`config.mk`:
```
export PLATFORM = sky130hd
export DESIGN_NAME = clint_top
export DESIGN_NICKNAME = d
export VERILOG_FILES = /design/src/verilog/clint_pkg.sv /design/src/verilog/clint_axil_front.sv /design/src/verilog/clint_decode.sv /design/src/verilog/clint_exec.sv /design/src/verilog/clint_result.sv /design/src/verilog/clint_top.sv
export SDC_FILE = /design/constraint.sdc
export NUM_CORES = 1
export LEC_CHECK = 0
export ABC_CLOCK_PERIOD_IN_PS = 6300
export BUFFER_PORTS_ARGS = -buffer_cell sky130_fd_sc_hd__buf_4
export CAP_MARGIN = 10
export CORE_MARGIN = 5
export CORE_UTILIZATION = 35
export CTS_CLUSTER_SIZE = 30
export DETAILED_ROUTE_END_ITERATION = 10
export GPL_ROUTABILITY_DRIVEN = 0
export MAX_ROUTING_LAYER = met4
export PLACE_DENSITY = 0.51
export SLEW_MARGIN = 5
export SYNTH_ARGS = -nofsm -noshare
export SYNTH_HDL_FRONTEND = slang
export SYNTH_SLANG_ARGS = --single-unit
export TNS_END_PERCENT = 20
```
`constraint.sdc`:
```
create_clock -name clk -period 6.3 [get_ports clk]
set_input_delay 1.26 -clock clk [delete_from_list [all_inputs] [get_ports clk]]
set_output_delay 1.26 -clock clk [all_outputs]
set_load 0.02 [all_outputs]
```
`src/verilog/clint_pkg.sv`:
```
`default_nettype none

package clint_pkg;

    // bus widths
    localparam int AXI_ADDR_W = 32;
    localparam int AXI_DATA_W = 32;
    localparam int AXI_STRB_W = 4;

    localparam logic [1:0] RESP_OKAY   = 2'd0;
    localparam logic [1:0] RESP_SLVERR = 2'd2;
    localparam logic [1:0] RESP_DECERR = 2'd3;

    // window is 64 KiB
    localparam int WINDOW_BITS = 16;

    localparam logic [WINDOW_BITS-1:0] OFF_MSIP        = 16'h0000;
    localparam logic [WINDOW_BITS-1:0] OFF_MTIMECMP_LO = 16'h4000;
    localparam logic [WINDOW_BITS-1:0] OFF_MTIMECMP_HI = 16'h4004;
    localparam logic [WINDOW_BITS-1:0] OFF_MTIME_LO    = 16'hBFF8;
    localparam logic [WINDOW_BITS-1:0] OFF_MTIME_HI    = 16'hBFFC;

    typedef enum logic [2:0] {
        MSIP,
        CMP_LO,
        CMP_HI,
        TIME_LO,
        TIME_HI,
        NONE
    } clint_reg_e;

    // front end to decode
    typedef struct packed {
        logic                  valid;   // one-cycle strobe
        logic                  write;
        logic [AXI_ADDR_W-1:0] addr;
        logic [AXI_DATA_W-1:0] wdata;
        logic [AXI_STRB_W-1:0] wstrb;
    } axil_req_t;

    // decode to execute
    typedef struct packed {
        logic                  valid;
        logic                  write;
        clint_reg_e            reg_sel;
        logic [1:0]            err;     // response code, OKAY when mapped
        logic [AXI_DATA_W-1:0] wdata;
        logic [AXI_STRB_W-1:0] wstrb;
    } clint_sel_t;

    // execute to result
    typedef struct packed {
        logic                  valid;
        logic                  write;
        logic [AXI_DATA_W-1:0] rdata;
        logic [1:0]            resp;
    } clint_rsp_t;

endpackage

`default_nettype wire

```
`src/verilog/clint_axil_front.sv`:
```
`default_nettype none

module clint_axil_front (
    input  wire logic                                clk,
    input  wire logic                                rst_n,

    // AR
    input  wire logic [clint_pkg::AXI_ADDR_W-1:0]    araddr,
    input  wire logic                                arvalid,
    output logic                                     arready,

    // AW
    input  wire logic [clint_pkg::AXI_ADDR_W-1:0]    awaddr,
    input  wire logic                                awvalid,
    output logic                                     awready,

    // W
    input  wire logic [clint_pkg::AXI_DATA_W-1:0]    wdata,
    input  wire logic [clint_pkg::AXI_STRB_W-1:0]    wstrb,
    input  wire logic                                wvalid,
    output logic                                     wready,

    output clint_pkg::axil_req_t                     req,
    input  wire logic                                done
);

    typedef enum logic [1:0] {
        ST_IDLE,
        ST_WAIT_W,
        ST_ISSUED,
        ST_WAIT_DONE
    } state_e;

    state_e state;

    logic                             ar_hs;
    logic                             aw_hs;
    logic                             w_hs;

    logic                             write_q;
    logic [clint_pkg::AXI_ADDR_W-1:0] addr_q;
    logic [clint_pkg::AXI_DATA_W-1:0] wdata_q;
    logic [clint_pkg::AXI_STRB_W-1:0] wstrb_q;

    assign arready = (state == ST_IDLE);
    // read wins when both address channels show up together
    assign awready = (state == ST_IDLE) && !arvalid;
    assign wready  = (state == ST_WAIT_W);

    assign ar_hs = arvalid && arready;
    assign aw_hs = awvalid && awready;
    assign w_hs  = wvalid && wready;

    always_ff @(posedge clk) begin
        if (!rst_n) begin
            state <= ST_IDLE;
        end else begin
            case (state)
                ST_IDLE: begin
                    if (ar_hs) begin
                        state <= ST_ISSUED;
                    end else if (aw_hs) begin
                        state <= ST_WAIT_W;
                    end
                end
                ST_WAIT_W: begin
                    if (w_hs) begin
                        state <= ST_ISSUED;
                    end
                end
                ST_ISSUED: begin
                    state <= ST_WAIT_DONE;   // request strobe lasts one cycle
                end
                ST_WAIT_DONE: begin
                    if (done) begin
                        state <= ST_IDLE;
                    end
                end
                default: begin
                    state <= ST_IDLE;
                end
            endcase
        end
    end

    // request payload
    always_ff @(posedge clk) begin
        if (ar_hs) begin
            addr_q  <= araddr;
            write_q <= 1'b0;
        end else if (aw_hs) begin
            addr_q  <= awaddr;
            write_q <= 1'b1;
        end
        if (w_hs) begin
            wdata_q <= wdata;
            wstrb_q <= wstrb;
        end
    end

    assign req.valid = (state == ST_ISSUED);
    assign req.write = write_q;
    assign req.addr  = addr_q;
    assign req.wdata = wdata_q;
    assign req.wstrb = wstrb_q;

endmodule

`default_nettype wire

```
`src/verilog/clint_decode.sv`:
```
`default_nettype none

module clint_decode #(
    parameter logic [clint_pkg::AXI_ADDR_W-1:0] BASE_ADDR = 32'h0200_0000
) (
    input  wire clint_pkg::axil_req_t req,
    output clint_pkg::clint_sel_t     sel
);

    localparam int AW = clint_pkg::AXI_ADDR_W;
    localparam int WB = clint_pkg::WINDOW_BITS;

    logic [WB-1:0] offset;
    logic          hit;
    logic          misaligned;

    assign offset     = req.addr[WB-1:0];
    assign hit        = (req.addr[AW-1:WB] == BASE_ADDR[AW-1:WB]);
    assign misaligned = (req.addr[1:0] != 2'b00);

    always_comb begin
        sel.valid   = req.valid;
        sel.write   = req.write;
        sel.wdata   = req.wdata;
        sel.wstrb   = req.wstrb;
        sel.reg_sel = clint_pkg::NONE;
        sel.err     = clint_pkg::RESP_OKAY;

        if (!hit) begin
            sel.err = clint_pkg::RESP_DECERR;   // outside the window
        end else if (misaligned) begin
            sel.err = clint_pkg::RESP_SLVERR;
        end else begin
            case (offset)
                clint_pkg::OFF_MSIP: begin
                    sel.reg_sel = clint_pkg::MSIP;
                end
                clint_pkg::OFF_MTIMECMP_LO: begin
                    sel.reg_sel = clint_pkg::CMP_LO;
                end
                clint_pkg::OFF_MTIMECMP_HI: begin
                    sel.reg_sel = clint_pkg::CMP_HI;
                end
                clint_pkg::OFF_MTIME_LO: begin
                    sel.reg_sel = clint_pkg::TIME_LO;
                end
                clint_pkg::OFF_MTIME_HI: begin
                    sel.reg_sel = clint_pkg::TIME_HI;
                end
                default: begin
                    sel.err = clint_pkg::RESP_SLVERR;   // hole in the map
                end
            endcase
        end
    end

endmodule

`default_nettype wire

```
`src/verilog/clint_exec.sv`:
```
`default_nettype none

module clint_exec #(
    parameter int TICK_DIV = 4
) (
    input  wire logic                 clk,
    input  wire logic                 rst_n,
    input  wire clint_pkg::clint_sel_t sel,
    output clint_pkg::clint_rsp_t     rsp,
    output logic                      timer_irq,
    output logic                      soft_irq
);

    localparam int DW    = clint_pkg::AXI_DATA_W;
    localparam int SW    = clint_pkg::AXI_STRB_W;
    localparam int DIV_W = (TICK_DIV > 1) ? $clog2(TICK_DIV) : 1;

    logic [DIV_W-1:0] presc;
    logic             tick;

    logic [63:0]      mtime;
    logic [63:0]      mtimecmp;
    logic             msip;

    logic             wr_en;
    logic [DW-1:0]    rd_val;

    logic             rsp_valid;
    logic             rsp_write;
    logic [DW-1:0]    rsp_rdata;
    logic [1:0]       rsp_resp;

    // byte-wise merge under the write strobes
    function automatic logic [DW-1:0] merge(
        input logic [DW-1:0] old_val,
        input logic [DW-1:0] new_val,
        input logic [SW-1:0] strb
    );
        logic [DW-1:0] res;
        res = old_val;
        for (int i = 0; i < SW; i++) begin
            if (strb[i]) begin
                res[i*8 +: 8] = new_val[i*8 +: 8];
            end
        end
        return res;
    endfunction

    assign wr_en = sel.valid && sel.write && (sel.err == clint_pkg::RESP_OKAY);
    assign tick  = (presc == DIV_W'(TICK_DIV - 1));

    always_ff @(posedge clk) begin
        if (!rst_n) begin
            presc <= '0;
        end else begin
            presc <= tick ? '0 : presc + 1'b1;
        end
    end

    always_ff @(posedge clk) begin
        if (!rst_n) begin
            mtime <= '0;
        end else if (wr_en && sel.reg_sel == clint_pkg::TIME_LO) begin
            mtime[31:0] <= merge(mtime[31:0], sel.wdata, sel.wstrb);   // beats the tick
        end else if (wr_en && sel.reg_sel == clint_pkg::TIME_HI) begin
            mtime[63:32] <= merge(mtime[63:32], sel.wdata, sel.wstrb);
        end else if (tick) begin
            mtime <= mtime + 64'd1;
        end
    end

    always_ff @(posedge clk) begin
        if (!rst_n) begin
            mtimecmp <= '1;   // no timer irq out of reset
            msip     <= 1'b0;
        end else if (wr_en) begin
            case (sel.reg_sel)
                clint_pkg::CMP_LO: mtimecmp[31:0]  <= merge(mtimecmp[31:0], sel.wdata, sel.wstrb);
                clint_pkg::CMP_HI: mtimecmp[63:32] <= merge(mtimecmp[63:32], sel.wdata, sel.wstrb);
                clint_pkg::MSIP: begin
                    if (sel.wstrb[0]) begin
                        msip <= sel.wdata[0];
                    end
                end
                default: ;
            endcase
        end
    end

    always_comb begin
        case (sel.reg_sel)
            clint_pkg::MSIP:    rd_val = {{(DW-1){1'b0}}, msip};
            clint_pkg::CMP_LO:  rd_val = mtimecmp[31:0];
            clint_pkg::CMP_HI:  rd_val = mtimecmp[63:32];
            clint_pkg::TIME_LO: rd_val = mtime[31:0];
            clint_pkg::TIME_HI: rd_val = mtime[63:32];
            default:            rd_val = '0;
        endcase
    end

    always_ff @(posedge clk) begin
        if (!rst_n) begin
            rsp_valid <= 1'b0;
        end else begin
            rsp_valid <= sel.valid;
        end
    end

    always_ff @(posedge clk) begin
        if (sel.valid) begin
            rsp_write <= sel.write;
            rsp_resp  <= sel.err;
            rsp_rdata <= (sel.err == clint_pkg::RESP_OKAY) ? rd_val : '0;
        end
    end

    assign rsp.valid = rsp_valid;
    assign rsp.write = rsp_write;
    assign rsp.rdata = rsp_rdata;
    assign rsp.resp  = rsp_resp;

    always_ff @(posedge clk) begin
        if (!rst_n) begin
            timer_irq <= 1'b0;
        end else begin
            timer_irq <= (mtime >= mtimecmp);
        end
    end

    assign soft_irq = msip;

endmodule

`default_nettype wire

```
`src/verilog/clint_result.sv`:
```
`default_nettype none

module clint_result (
    input  wire logic                              clk,
    input  wire logic                              rst_n,
    input  wire clint_pkg::clint_rsp_t             rsp,

    // R
    output logic [clint_pkg::AXI_DATA_W-1:0]       rdata,
    output logic [1:0]                             rresp,
    output logic                                   rvalid,
    input  wire logic                              rready,

    // B
    output logic [1:0]                             bresp,
    output logic                                   bvalid,
    input  wire logic                              bready,

    output logic                                   done
);

    logic r_hs;
    logic b_hs;

    assign r_hs = rvalid && rready;
    assign b_hs = bvalid && bready;

    always_ff @(posedge clk) begin
        if (!rst_n) begin
            rvalid <= 1'b0;
            bvalid <= 1'b0;
            done   <= 1'b0;
        end else begin
            if (rsp.valid && !rsp.write) begin
                rvalid <= 1'b1;
            end else if (r_hs) begin
                rvalid <= 1'b0;
            end
            if (rsp.valid && rsp.write) begin
                bvalid <= 1'b1;
            end else if (b_hs) begin
                bvalid <= 1'b0;
            end
            done <= r_hs || b_hs;   // frees the front end
        end
    end

    // held steady while the master stalls
    always_ff @(posedge clk) begin
        if (rsp.valid && !rsp.write) begin
            rdata <= rsp.rdata;
            rresp <= rsp.resp;
        end
        if (rsp.valid && rsp.write) begin
            bresp <= rsp.resp;
        end
    end

endmodule

`default_nettype wire

```
`src/verilog/clint_top.sv`:
```
`default_nettype none

module clint_top #(
    parameter logic [clint_pkg::AXI_ADDR_W-1:0] BASE_ADDR = 32'h0200_0000,
    parameter int                               TICK_DIV  = 4
) (
    input  wire logic                              clk,
    input  wire logic                              rst_n,

    // AR
    input  wire logic [clint_pkg::AXI_ADDR_W-1:0]  araddr,
    input  wire logic                              arvalid,
    output logic                                   arready,
    // R
    output logic [clint_pkg::AXI_DATA_W-1:0]       rdata,
    output logic [1:0]                             rresp,
    output logic                                   rvalid,
    input  wire logic                              rready,
    // AW
    input  wire logic [clint_pkg::AXI_ADDR_W-1:0]  awaddr,
    input  wire logic                              awvalid,
    output logic                                   awready,
    // W
    input  wire logic [clint_pkg::AXI_DATA_W-1:0]  wdata,
    input  wire logic [clint_pkg::AXI_STRB_W-1:0]  wstrb,
    input  wire logic                              wvalid,
    output logic                                   wready,
    // B
    output logic [1:0]                             bresp,
    output logic                                   bvalid,
    input  wire logic                              bready,

    output logic                                   timer_irq,
    output logic                                   soft_irq
);

    clint_pkg::axil_req_t  req;
    clint_pkg::clint_sel_t sel;
    clint_pkg::clint_rsp_t rsp;
    logic                  done;

    clint_axil_front front_i (
        .clk     (clk),
        .rst_n   (rst_n),
        .araddr  (araddr),
        .arvalid (arvalid),
        .arready (arready),
        .awaddr  (awaddr),
        .awvalid (awvalid),
        .awready (awready),
        .wdata   (wdata),
        .wstrb   (wstrb),
        .wvalid  (wvalid),
        .wready  (wready),
        .req     (req),
        .done    (done)
    );

    clint_decode #(
        .BASE_ADDR (BASE_ADDR)
    ) decode_i (
        .req (req),
        .sel (sel)
    );

    clint_exec #(
        .TICK_DIV (TICK_DIV)
    ) exec_i (
        .clk       (clk),
        .rst_n     (rst_n),
        .sel       (sel),
        .rsp       (rsp),
        .timer_irq (timer_irq),
        .soft_irq  (soft_irq)
    );

    clint_result result_i (
        .clk    (clk),
        .rst_n  (rst_n),
        .rsp    (rsp),
        .rdata  (rdata),
        .rresp  (rresp),
        .rvalid (rvalid),
        .rready (rready),
        .bresp  (bresp),
        .bvalid (bvalid),
        .bready (bready),
        .done   (done)
    );

endmodule

`default_nettype wire

```
== After elaboration in Yosys (flattened, before gate mapping) ==
Index checks and enable logic that the tools add are counted.
Widths: inputs -> output; s select.

* Word-level logic and storage cells: 135
* Memories: 0
* Bits in registers: 278
* RAM bits: 0
* Output and inout port bits: 43
* Bits of input ports: 107
* Memory bits (read-only): 0
* Bits in latches: 0

* $mul: 0
* Muxes and demuxes: 26
* Add/subtract/negate cells: 2
* Equal/unequal tests: 25
* Order comparisons: 1
* Reduce and logical (&&, ||, !) cells: 45
* Divide/modulo/power cells: 0
* Bitwise operators: 2
* Shifts and indexed selects: 0

{| class="wikitable"
|+ Operators by type and width
! operator !! number
|-
| $mux 32 || 5
|-
| $pmux 32 s5 || 1
|-
| $add 64x1->64 const B || 1
|-
| $ge 64x64->1 || 1
|-
| $mux 64 || 1
|-
| $reduce_and 3->1 || 18
|-
| $eq 16x15->1 const B || 2
|-
| $eq 16x16->1 const B || 2
|-
| $mux 8 || 4
|-
| $ne 2x2->1 const B || 9
|-
| $eq 16x10->1 const B || 1
|-
| $logic_not 16->1 || 1
|-
| $pmux 3 s5 || 1
|-
| $mux 2 || 7
|-
| $logic_and 1x1->1 || 12
|-
| $reduce_bool 2->1 || 6
|-
| $pmux 2 s4 || 1
|-
| $eq 2x2->1 const B || 3
|-
| $eq 3x2->1 const B || 2
|-
| $mux 3 || 2
|-
| $reduce_or 5->1 || 1
|-
| $logic_not 2->1 || 2
|-
| $mux 1 || 4
|-
| $ne 2x1->1 const B || 2
|-
| other kinds (10) || 12
|}

== Depth between registers and ports, before layout ==
Gate-level depths: netlist (run 1).

* Depth in word-level cells: 10
* Gate-level depth with buffers: 13
* Depth with buffers taken out: 8

== Hierarchy ==
A second synthesis (run 1) with hierarchy kept.

* Cell total of the unflattened synthesis: 1506
* Area total of the unflattened synthesis: 14771.7 µm²

{| class="wikitable"
|+ By module, submodules not included
! module !! area each (µm²) !! instances !! cells each !! sequential area each (µm²)
|-
| clint_exec || 10382.5 || 1 || 1256 || 3713.6
|-
| clint_axil_front || 2682.6 || 1 || 133 || 2102.0
|-
| clint_result || 1201.2 || 1 || 47 || 1141.1
|-
| clint_decode || 505.5 || 1 || 70 || 0.0
|}

== Worst setup path after synthesis (run 1) ==
OpenSTA, ideal clock, no wires.

* Path kind: input -> register
* Start: input port arvalid
* End: register front_i.addr_q[0] in the netlist's numbering, enable pin
* Path buffers: 0
* Setup time: 425 ps
* Data required time: 5875 ps
* Stages on the path: 2
* Path slack: 3133 ps
* Arrival time: 2742 ps
* Cell sequence: nor2_1 > nor2b_1

* Longest elaborated chain between the ends: 4
* Elaborated cells on any way between the ends: 5
* Those cells by class: reduce/logical (5)

{| class="wikitable"
|+ Ends and longest elaborated chain
! item !! RTL line !! source
|-
| from (decl) || clint_top.sv:12 || <nowiki>input wire logic arvalid,</nowiki>
|-
| $logic_not 1->1 || clint_axil_front.sv:47 || <nowiki>assign awready = (state == ST_IDLE) && !arvalid;</nowiki>
|-
| $logic_and 1x1->1 || clint_axil_front.sv:47 ||
|-
| $logic_and 1x1->1 || clint_axil_front.sv:51 || <nowiki>assign aw_hs = awvalid && awready;</nowiki>
|-
| $reduce_bool 2->1 (no source line) * || -- ||
|-
| to (signal assigned) || clint_axil_front.sv:89 || <nowiki>addr_q <= araddr;</nowiki>
|-
| to (signal assigned) || clint_axil_front.sv:92 || <nowiki>addr_q <= awaddr;</nowiki>
|-
| to (decl) || clint_axil_front.sv:41 || <nowiki>logic [clint_pkg::AXI_ADDR_W-1:0] addr_q;</nowiki>
|}

Mark *: on every way between the ends. The rest lies on a longest branch, timed or not.
A chain may end at the register's enable or synchronous reset.

==> impl_metrics.json, run 1 <==
{
  "final-max-slew-violation-count": 0,
  "rsz0062_at_grt": "no",
  "overflow": 0,
  "met2_usage_pct": 30.7,
  "period_needed_ps": 3560,
  "cts_buffers": 35,
  "seqPwrFrac_pct": 45.8,
  "io_buffers": 149,
  "synth_top_cell_area_share_pct": 28.6,
  "post_cts_buffers": 0,
  "synthFlopType": "edfxtp_1",
  "crit_path_end_kind": "flip-flop",
  "synth_edf_count": 139,
  "drt_pass1_iterations": 5,
  "synthTopCellsByArea": "edfxtp_1 (29%), dfxtp_1 (19%), mux2i_1 (7.8%), ha_1 (6.0%), nand2_1 (4.1%)",
  "peakVddDrop_mv": 0.266,
  "yosys_warnings": 0,
  "route.detailed.drc": 0,
  "finalHoldViolCount": 0,
  "arrival_ps": 3960,
  "worstPathMaxFanout": 46,
  "insertion_delay_ps": 540,
  "ys_async_sr_fraction_pct": 0,
  "core_area_sq_um": 41000,
  "ys_seq_area_share_pct": 47.7,
  "antennaDiodeCount": 0,
  "startpoint_type": "flip-flop",
  "fin_tns_setup_ps": 0,
  "worstRegToRegCells": 8,
  "cts_buffer_depth": 3,
  "rows": 74,
  "synthCells": 1438,
  "required_ps": 6700,
  "clock_sinks": 278,
  "sw_frac_of_total_pct": 26.0,
  "setup_violations": 0,
  "met3_usage_pct": 3.63,
  "synth_seq_cells": 278,
  "routedWlPerCell_um": 21.1,
  "critPathKind": "flip-flop to flip-flop",
  "fin_crit_sh_pct": 56.5,
  "place_hpwl_mm": 31.5,
  "drv_cap": 0,
  "p_leak_nw": 7.31,
  "yosys.area.top_type": "edfxtp_1",
  "p_clk_share_pct": 41.3,
  "grt_use_met1_pct": 26.0,
  "status": "completed",
  "cts-resized-gates": 0,
  "holdCritPathClass": "flip-flop to flip-flop",
  "p_int_w": 0.00377,
  "slew-limit-headroom_pct": 19.2,
  "grt_usage_pct": 19.5,
  "wl_mm": 44.7,
  "drive_above_1_share_pct": 18.3,
  "cts.clk_slew.worst_paths_ps": 60,
  "grt_pass1_vias": 11900,
  "grt_pass1_wl_mm": 69.8,
  "start_util_pct": 35.5,
  "clockRootBuffer": "clkbuf_16",
  "min_delay_path_depth": 0,
  "routed-via-count": 11900,
  "power.share.combinational_pct": 12.9,
  "ant_nets": 0,
  "viasPerCell": 5.62,
  "synthesis.area_sq_um": 14600,
  "cts_tree": "done",
  "synthDistinctLibCells": 68,
  "dieArea_sq_um": 45800,
  "holdBufCountCts": 0,
  "powerDensity_nw_per_um2": 294,
  "p_switching_w": 0.00132,
  "worst_pin_slew_ps": 1200,
  "grt_start_max_net_pins": 78,
  "die_w_um": 214,
  "hold-worst-slack_ps": 415,
  "h-tree-depth": 2,
  "syn-num-nets": 1615,
  "n_fill_cell": 3959,
  "fp.dieH_um": 214,
  "syn_area_per_cell_sq_um": 10.1,
  "fin_skew_ps": 11.7,
  "grt-busiest-layer": "met2",
  "drt_iter0_drc": 837,
  "syn2layout_area_growth_pct": 18.9,
  "max_freq_ghz": 0.281,
  "dp_cells": 2050,
  "instances_no_fill": 2114,
  "antenna_found_initial": 0,
  "final_nets": 1733,
  "ioPinCount": 150
}
-- area by class of cell --
type | instances | area (sq um) | share of cell area (%)
Clock buffer | 46 | 991 | 5.72
Clock inverter | 17 | 210 | 1.21
Inverter | 78 | 293 | 1.69
Multi-Input combinational cell | 997 | 6970 | 40.2
Sequential cell | 278 | 6960 | 40.1
Tap cell | 532 | 666 | 3.84
Timing Repair Buffer | 166 | 1240 | 7.18
-- kinds of logic (layout without fill, tap and decap cells) --
| family | after synthesis | in the layout | share of synthesized area, % |
|---|---|---|---|
| flip-flops | 278 | 278 | 47.7 |
| buffers and inverters | 163 | 307 | 4.58 |
| AND/OR/NAND/NOR | 446 | 446 | 16.4 |
| multiplexers | 145 | 145 | 10.2 |
| adder cells (fa/ha/maj) | 70 | 70 | 6.01 |
| AO/OA/AOI/OAI | 336 | 336 | 15.0 |
-- flip-flops by register name, indices dropped and copies added (netlist names), 4 cells and up --
signal,flops
exec_i.mtime,64
exec_i.mtimecmp,64
exec_i.rsp_rdata,32
front_i.addr_q,32
front_i.wdata_q,32
front_i.wstrb_q,4
result_i.rdata,32
-- routing by layer --
layer  up-vias  share of wire [%]
met5         -                  0
met4         0                2.3
met3        81                5.7
met2       388                 46
met1      5762                 46
li1       5657                  -
-- placed cells by master, fill, tap and decap left out, drive strengths merged, types with 41 or more instances in the layout --
| cell type | synthesis | layout |
|---|---|---|
| a21oi | 103 | 103 |
| buf | 40 | 165 |
| clkbuf | 45 | 47 |
| dfxtp | 139 | 139 |
| edfxtp | 139 | 139 |
| ha | 70 | 70 |
| inv | 78 | 78 |
| mux2i | 113 | 113 |
| nand2 | 160 | 160 |
| nand3 | 44 | 44 |
| nand4 | 48 | 48 |
| nor2 | 59 | 59 |
| o21ai | 41 | 41 |
-- synthesized netlist by cell type (32+ instances only) --
library cell / n
nand3_1: 41
a21oi_1: 102
mux2_2: 32
mux2i_1: 113
clkbuf_1: 45
o21ai_0: 41
inv_1: 77
nand4_1: 43
o22ai_1: 35
nand2_1: 160
o211ai_1: 32
ha_1: 70
edfxtp_1: 139
nor2_1: 59
dfxtp_1: 139
-- power groups by stage --
stage / combinational (W) / sequential [W] / clock (W)
final: 0.000655 / 0.00233 / 0.00210
after global placement: 0.000657 / 0.00237 / 0
after global routing: 0.000706 / 0.00236 / 0.00224
after detailed placement: 0.000664 / 0.00237 / 0
after CTS: 0.000666 / 0.00234 / 0.00217
after floorplan: 0.000425 / 0.00233 / 0
-- worst max-delay path, stage by stage, from the launching register on --
cell      delay (ps)
dfxtp_1          340
inv_1            100
ha_2             190
and2_1           410
nor2b_1          610
and3_2           910
a21oi_1          480
o211ai_1         280
o31ai_1           90
-- through the flow --
stage	worst slack, ps	cell area, sq um	utilization [%]	total power, W
floorplan	3130	14600	-	0.00276
global placement	2720	16100	39.3	0.00303
detailed placement	2650	16100	39.3	0.00304
CTS	2760	17300	42.2	0.00517
global route	2440	17300	42.3	0.00531
finish	2740	17300	42.3	0.00509
-- path summary, 6_finish.rpt --
kind                                            from  slack (ps)                       endpoint
setup / recovery       front_i.state[0]$_SDFFE_PN0P_        2740  exec_i.mtime[16]$_SDFFE_PN0P_
hold / removal    exec_i.rsp_rdata[10]$_SDFFCE_PP0P_         410   result_i.rdata[10]$_DFFE_PP_
setup reg to reg       front_i.state[0]$_SDFFE_PN0P_        2740  exec_i.mtime[16]$_SDFFE_PN0P_
hold reg to reg   exec_i.rsp_rdata[10]$_SDFFCE_PP0P_         410   result_i.rdata[10]$_DFFE_PP_
Power figures use the tool's default switching activity.
==> run 2, diff against run 1 <==
Settings changed: ABC_CLOCK_PERIOD_IN_PS 6300 to 3500.
Clock period 6.3 ns to 3.5 ns, I/O delays scaled along.
==> run 2 against run 1 <==
- cell count is 1.4% higher
- die area unchanged
- non-clock buffer count rose by 30
- first-iteration DRC count up 13%
- critical endpoint is now exec_i.timer_irq$_SDFF_PN0_
- largest cell class unchanged
==> impl_metrics.json, run 2 (synthesized netlist as in run 1, its figures left out) <==
{
  "status": "completed",
  "powerDensity_nw_per_um2": 523,
  "fin_tns_setup_ps": 0,
  "cts_tree": "done",
  "overflow": 0,
  "final_nets": 1762,
  "place_hpwl_mm": 32.4,
  "worstRegToRegCells": 8,
  "cts_buffer_depth": 3,
  "max_freq_ghz": 0.335,
  "clock_sinks": 278,
  "period_needed_ps": 2980,
  "startpoint_type": "flip-flop",
  "finalHoldViolCount": 0,
  "drt_pass1_iterations": 5,
  "hold-worst-slack_ps": 330,
  "drive_above_1_share_pct": 19.7,
  "cts.clk_slew.worst_paths_ps": 60,
  "wl_mm": 44.5,
  "p_switching_w": 0.00238,
  "holdCritPathClass": "input pin to flip-flop",
  "viasPerCell": 5.58,
  "r2r-start": "exec_i.mtimecmp[62]$_SDFFE_PN1P_",
  "syn2layout_area_growth_pct": 20.7,
  "fin_crit_sh_pct": 85.2,
  "setup_violations": 0,
  "start_util_pct": 35.5,
  "grt_pass1_wl_mm": 69.1,
  "layout_commonest_cell": "buf_4",
  "core_area_sq_um": 41000,
  "dieArea_sq_um": 45800,
  "h-tree-depth": 2,
  "ant_nets": 0,
  "final-max-slew-violation-count": 0,
  "antenna_found_initial": 0,
  "p_clk_share_pct": 41.5,
  "fin_area_sq_um": 17600,
  "routed-via-count": 12000,
  "routedWlPerCell_um": 20.8,
  "power.share.combinational_pct": 13.0,
  "grt_pass1_vias": 11800,
  "crit_path_end_kind": "flip-flop",
  "worst_pin_slew_ps": 1210,
  "grt_usage_pct": 19.3,
  "antennaDiodeCount": 0,
  "drt_iter0_drc": 942,
  "insertion_delay_ps": 550,
  "fin_skew_ps": 25.3,
  "holdBufCountCts": 0,
  "rsz0062_at_grt": "no",
  "n_fill_cell": 3944,
  "post_dp_cell_area_sq_um": 16400,
  "startpoint": "exec_i.mtimecmp[62]$_SDFFE_PN1P_",
  "largestRegisters": "exec_i.mtime: 64 flops, exec_i.mtimecmp: 64 flops",
  "sw_frac_of_total_pct": 25.9,
  "critPathKind": "flip-flop to flip-flop",
  "drv_cap": 0,
  "cts_buffers": 34,
  "arrival_ps": 3420,
  "die_w_um": 214,
  "peakVddDrop_mv": 0.391,
  "seqPwrFrac_pct": 45.6,
  "slew-limit-headroom_pct": 19.1,
  "clockRootBuffer": "clkbuf_16",
  "grt_start_max_net_pins": 107,
  "fp.dieH_um": 214,
  "p_int_w": 0.00682,
  "required_ps": 3930,
  "post_cts_buffers": 0,
  "cts-resized-gates": 0,
  "ioPinCount": 150,
  "route.detailed.drc": 0,
  "hold_start": "wdata[27]",
  "mostFrequentLayoutCells": "buf_4 (194), nand2_1 (160), dfxtp_1 (139), edfxtp_1 (139), mux2i_1 (113)",
  "min_delay_path_depth": 1,
  "io_buffers": 149,
  "rows": 74,
  "worstPathMaxFanout": 3,
  "p_leak_nw": 7.46
}
run 2: cell count changes in the layout (fill, tap and decap cells not counted), moves of 2 or more:
cell / delta
buf_4: +29
clkbuf_16: -4
clkinv_2: -4
bufinv_16: +3
clkbuf_1: -3
clkinv_1: +3
inv_6: +3
buf_12: +2
run 2: critical path, stage by stage, from the launching register on:
cell       delay (ps)
dfxtp_1           370
inv_1              60
ha_1              300
and4_1            260
nand4_1           200
or4_1             670
a2111oi_0         710
nand2_1           100
o211ai_1          220
run 2: metrics by stage:
stage | power (W) | instances | setup WS (ps) | util (%)
detailed placement | 0.00548 | 2081 | 490 | 39.9
global placement | 0.00546 | 2081 | 548 | 39.9
finish | 0.00920 | 2143 | 519 | 42.9
CTS | 0.00933 | 2143 | 477 | 42.9
floorplan | 0.00496 | 1438 | 370 | -
global route | 0.00958 | 2143 | 327 | 42.9
run 2: cell type report:
cell class | instances | area [sq um] | share of cell area (%)
multi-input combinational | 997 | 6970 | 39.6
clock buffer | 38 | 866 | 4.92
sequential | 278 | 6960 | 39.6
tap | 532 | 666 | 3.78
timing repair buffer | 196 | 1500 | 8.51
inverter | 78 | 293 | 1.66
clock inverter | 24 | 342 | 1.94
run 2: worst paths after layout:
kind / slack, ps / end
worst max register to register: 520 / exec_i.timer_irq$_SDFF_PN0_
worst min register to register: 420 / result_i.rdata[8]$_DFFE_PP_
worst max-delay path: 520 / exec_i.timer_irq$_SDFF_PN0_
worst min-delay path: 330 / front_i.wdata_q[27]$_DFFE_PP_
run 2: per-layer routing:
layer	wire, um	global-route usage, %	up-vias
li1	-	-	5722
met5	0	-	-
met3	2490	3.08	70
met4	990	5.63	0
met2	20900	30.7	403
met1	20100	25.6	5755
run 2: power by group through the flow:
| stage | registers (W) | logic [W] | clock network (W) |
|---|---|---|---|
| floorplan | 0.00420 | 0.000765 | 0 |
| global placement | 0.00426 | 0.00119 | 0 |
| detailed placement | 0.00427 | 0.00121 | 0 |
| CTS | 0.00420 | 0.00121 | 0.00392 |
| global route | 0.00424 | 0.00128 | 0.00405 |
| finish | 0.00419 | 0.00119 | 0.00382 |
==> run 3, diff against run 2 <==
Settings changed: ABC_CLOCK_PERIOD_IN_PS 3500 to 3600, CORE_UTILIZATION 35 to 40, PLACE_DENSITY 0.51 to 0.57.
Clock period 3.5 ns to 3.6 ns, I/O delays scaled along.
==> run 3 against run 2 <==
- sequential cell count did not move
- clock power shrank 9.4%
- utilization rose by 5.1 points
- sequential share of layout area is 0.46 points higher
- worst hold slack gained 37 ps
- count of clock-buffer cells in the layout up 6
- critical endpoint is now exec_i.mtime[37]$_SDFFE_PN0P_
- cell area shrank 1.1%
==> impl_metrics.json, run 3 (synthesized netlist as in run 1, its figures left out) <==
{
  "io_buffers": 149,
  "fin_crit_sh_pct": 82.5,
  "p_leak_nw": 7.41,
  "fin_skew_ps": 16.9,
  "ioPinCount": 150,
  "p_int_w": 0.00643,
  "antennaDiodeCount": 0,
  "final_nets": 1757,
  "ant_nets": 0,
  "cp_top_family": "compound AO/OA/AOI/OAI gates",
  "die_w_um": 201,
  "worstPathMaxFanout": 16,
  "rows": 70,
  "final-max-slew-violation-count": 0,
  "cts_buffer_depth": 3,
  "wl_mm": 42.6,
  "multi_input_area_sq_um": 6970,
  "syn2layout_area_growth_pct": 19.3,
  "drt_pass1_iterations": 5,
  "cts_tree": "done",
  "post_cts_buffers": 0,
  "rsz0062_at_grt": "no",
  "arrival_ps": 3410,
  "status": "completed",
  "grt_pass1_wl_mm": 67.6,
  "final_util_pct": 48.0,
  "power.share.combinational_pct": 13.2,
  "cts.clk_slew.worst_paths_ps": 60,
  "routedWlPerCell_um": 20.5,
  "grt_start_max_net_pins": 107,
  "route.detailed.drc": 0,
  "n_fill_cell": 3450,
  "overflow": 0,
  "cp_slowest_cell": "a21oi_1",
  "worst_pin_slew_ps": 1150,
  "fin_area_sq_um": 17400,
  "core_area_sq_um": 36300,
  "place_ws_ps": 629,
  "powerDensity_nw_per_um2": 499,
  "p_switching_w": 0.00225,
  "slew-limit-headroom_pct": 23.4,
  "p_clk_share_pct": 39.9,
  "place_hpwl_mm": 30.8,
  "crit_path_end_kind": "flip-flop",
  "drv_cap": 0,
  "critPathMaxStageDelay_ps": 1020,
  "layout_commonest_cell": "buf_4",
  "setup_violations": 0,
  "startpoint_type": "flip-flop",
  "peakVddDrop_mv": 0.474,
  "fp.dieH_um": 201,
  "clock_sinks": 278,
  "antenna_found_initial": 0,
  "viasPerCell": 5.79,
  "clockRootBuffer": "clkbuf_16",
  "cts-resized-gates": 0,
  "seqPwrFrac_pct": 46.9,
  "cts_buffers": 34,
  "post_dp_cell_area_sq_um": 16300,
  "max_freq_ghz": 0.337,
  "grt_pass1_vias": 12000,
  "required_ps": 4040,
  "largestRegisters": "exec_i.mtime: 64 flops, exec_i.mtimecmp: 64 flops",
  "path_cells": "nor4_1 -> and4_1 -> a31oi_2 -> a21oi_1 -> o21ai_0 -> a21oi_1",
  "worstPathBufferInverterCount": 0,
  "routed-via-count": 12000,
  "holdBufCountCts": 0,
  "seqCellArea_sq_um": 6960,
  "holdCritPathClass": "input pin to flip-flop",
  "path_common_cell": "a21oi_1",
  "fin_tns_setup_ps": 0,
  "finalHoldViolCount": 0,
  "h-tree-depth": 2,
  "sw_frac_of_total_pct": 25.9,
  "insertion_delay_ps": 530,
  "mostFrequentLayoutCells": "buf_4 (190), nand2_1 (160), dfxtp_1 (139), edfxtp_1 (139), mux2i_1 (113)",
  "drt_iter0_drc": 1001,
  "dieArea_sq_um": 40400,
  "drive_above_1_share_pct": 19.2,
  "worst_slack_ps": 631,
  "period_needed_ps": 2970,
  "grt_usage_pct": 21.2,
  "critPathKind": "flip-flop to flip-flop",
  "start_util_pct": 40.2
}
## run 3: metrics by stage
step,total power (W),instances,hold slack [ps]
final,0.00868,2074,367
after global routing,0.00902,2074,349
after CTS,0.00879,2074,345
after detailed placement,0.00530,2012,405
after global placement,0.00529,2012,401
after floorplan,0.00482,1438,400
## run 3: layout make-up
cell class	count	area share (%)
Multi-Input combinational cell	997	40.1
Sequential cell	278	40.0
Timing Repair Buffer	191	8.32
Clock buffer	44	5.59
Tap cell	468	3.37
Inverter	78	1.68
Clock inverter	18	0.950
## run 3: worst reg2reg max path, stage by stage (launching register included)
cell and delay [ps]:
edfxtp_1 360, nor4_1 360, and4_1 350, a31oi_2 390
a21oi_1 1030, o21ai_0 220, a21oi_1 180
## run 3: power groups by stage
| stage | combinational, W | clock, W | sequential (W) |
|---|---|---|---|
| floorplan | 0.000743 | 0 | 0.00408 |
| global placement | 0.00115 | 0 | 0.00414 |
| detailed placement | 0.00116 | 0 | 0.00414 |
| CTS | 0.00117 | 0.00355 | 0.00408 |
| global route | 0.00122 | 0.00368 | 0.00412 |
| finish | 0.00114 | 0.00346 | 0.00407 |
## run 3: path summary, 6_finish.rpt
| path | slack (ps) | endpoint | cells after the start | startpoint |
|---|---|---|---|---|
| worst max-delay path | 630 | exec_i.mtime[37]$_SDFFE_PN0P_ | 6 | front_i.addr_q[17]$_DFFE_PP_ |
| worst min-delay path | 370 | front_i.wdata_q[7]$_DFFE_PP_ | 1 | wdata[7] |
| worst min register to register | 410 | result_i.rdata[17]$_DFFE_PP_ | 0 | exec_i.rsp_rdata[17]$_SDFFCE_PP0P_ |
| worst max register to register | 630 | exec_i.mtime[37]$_SDFFE_PN0P_ | 6 | front_i.addr_q[17]$_DFFE_PP_ |
## run 3: layer usage
| layer | GRT usage (%) | wire length (um) | vias up |
|---|---|---|---|
| met4 | 6.15 | 1140 | 0 |
| met5 | - | 0 | - |
| li1 | - | - | 5704 |
| met2 | 33.6 | 19500 | 402 |
| met3 | 3.46 | 2720 | 76 |
| met1 | 28.2 | 19200 | 5822 |
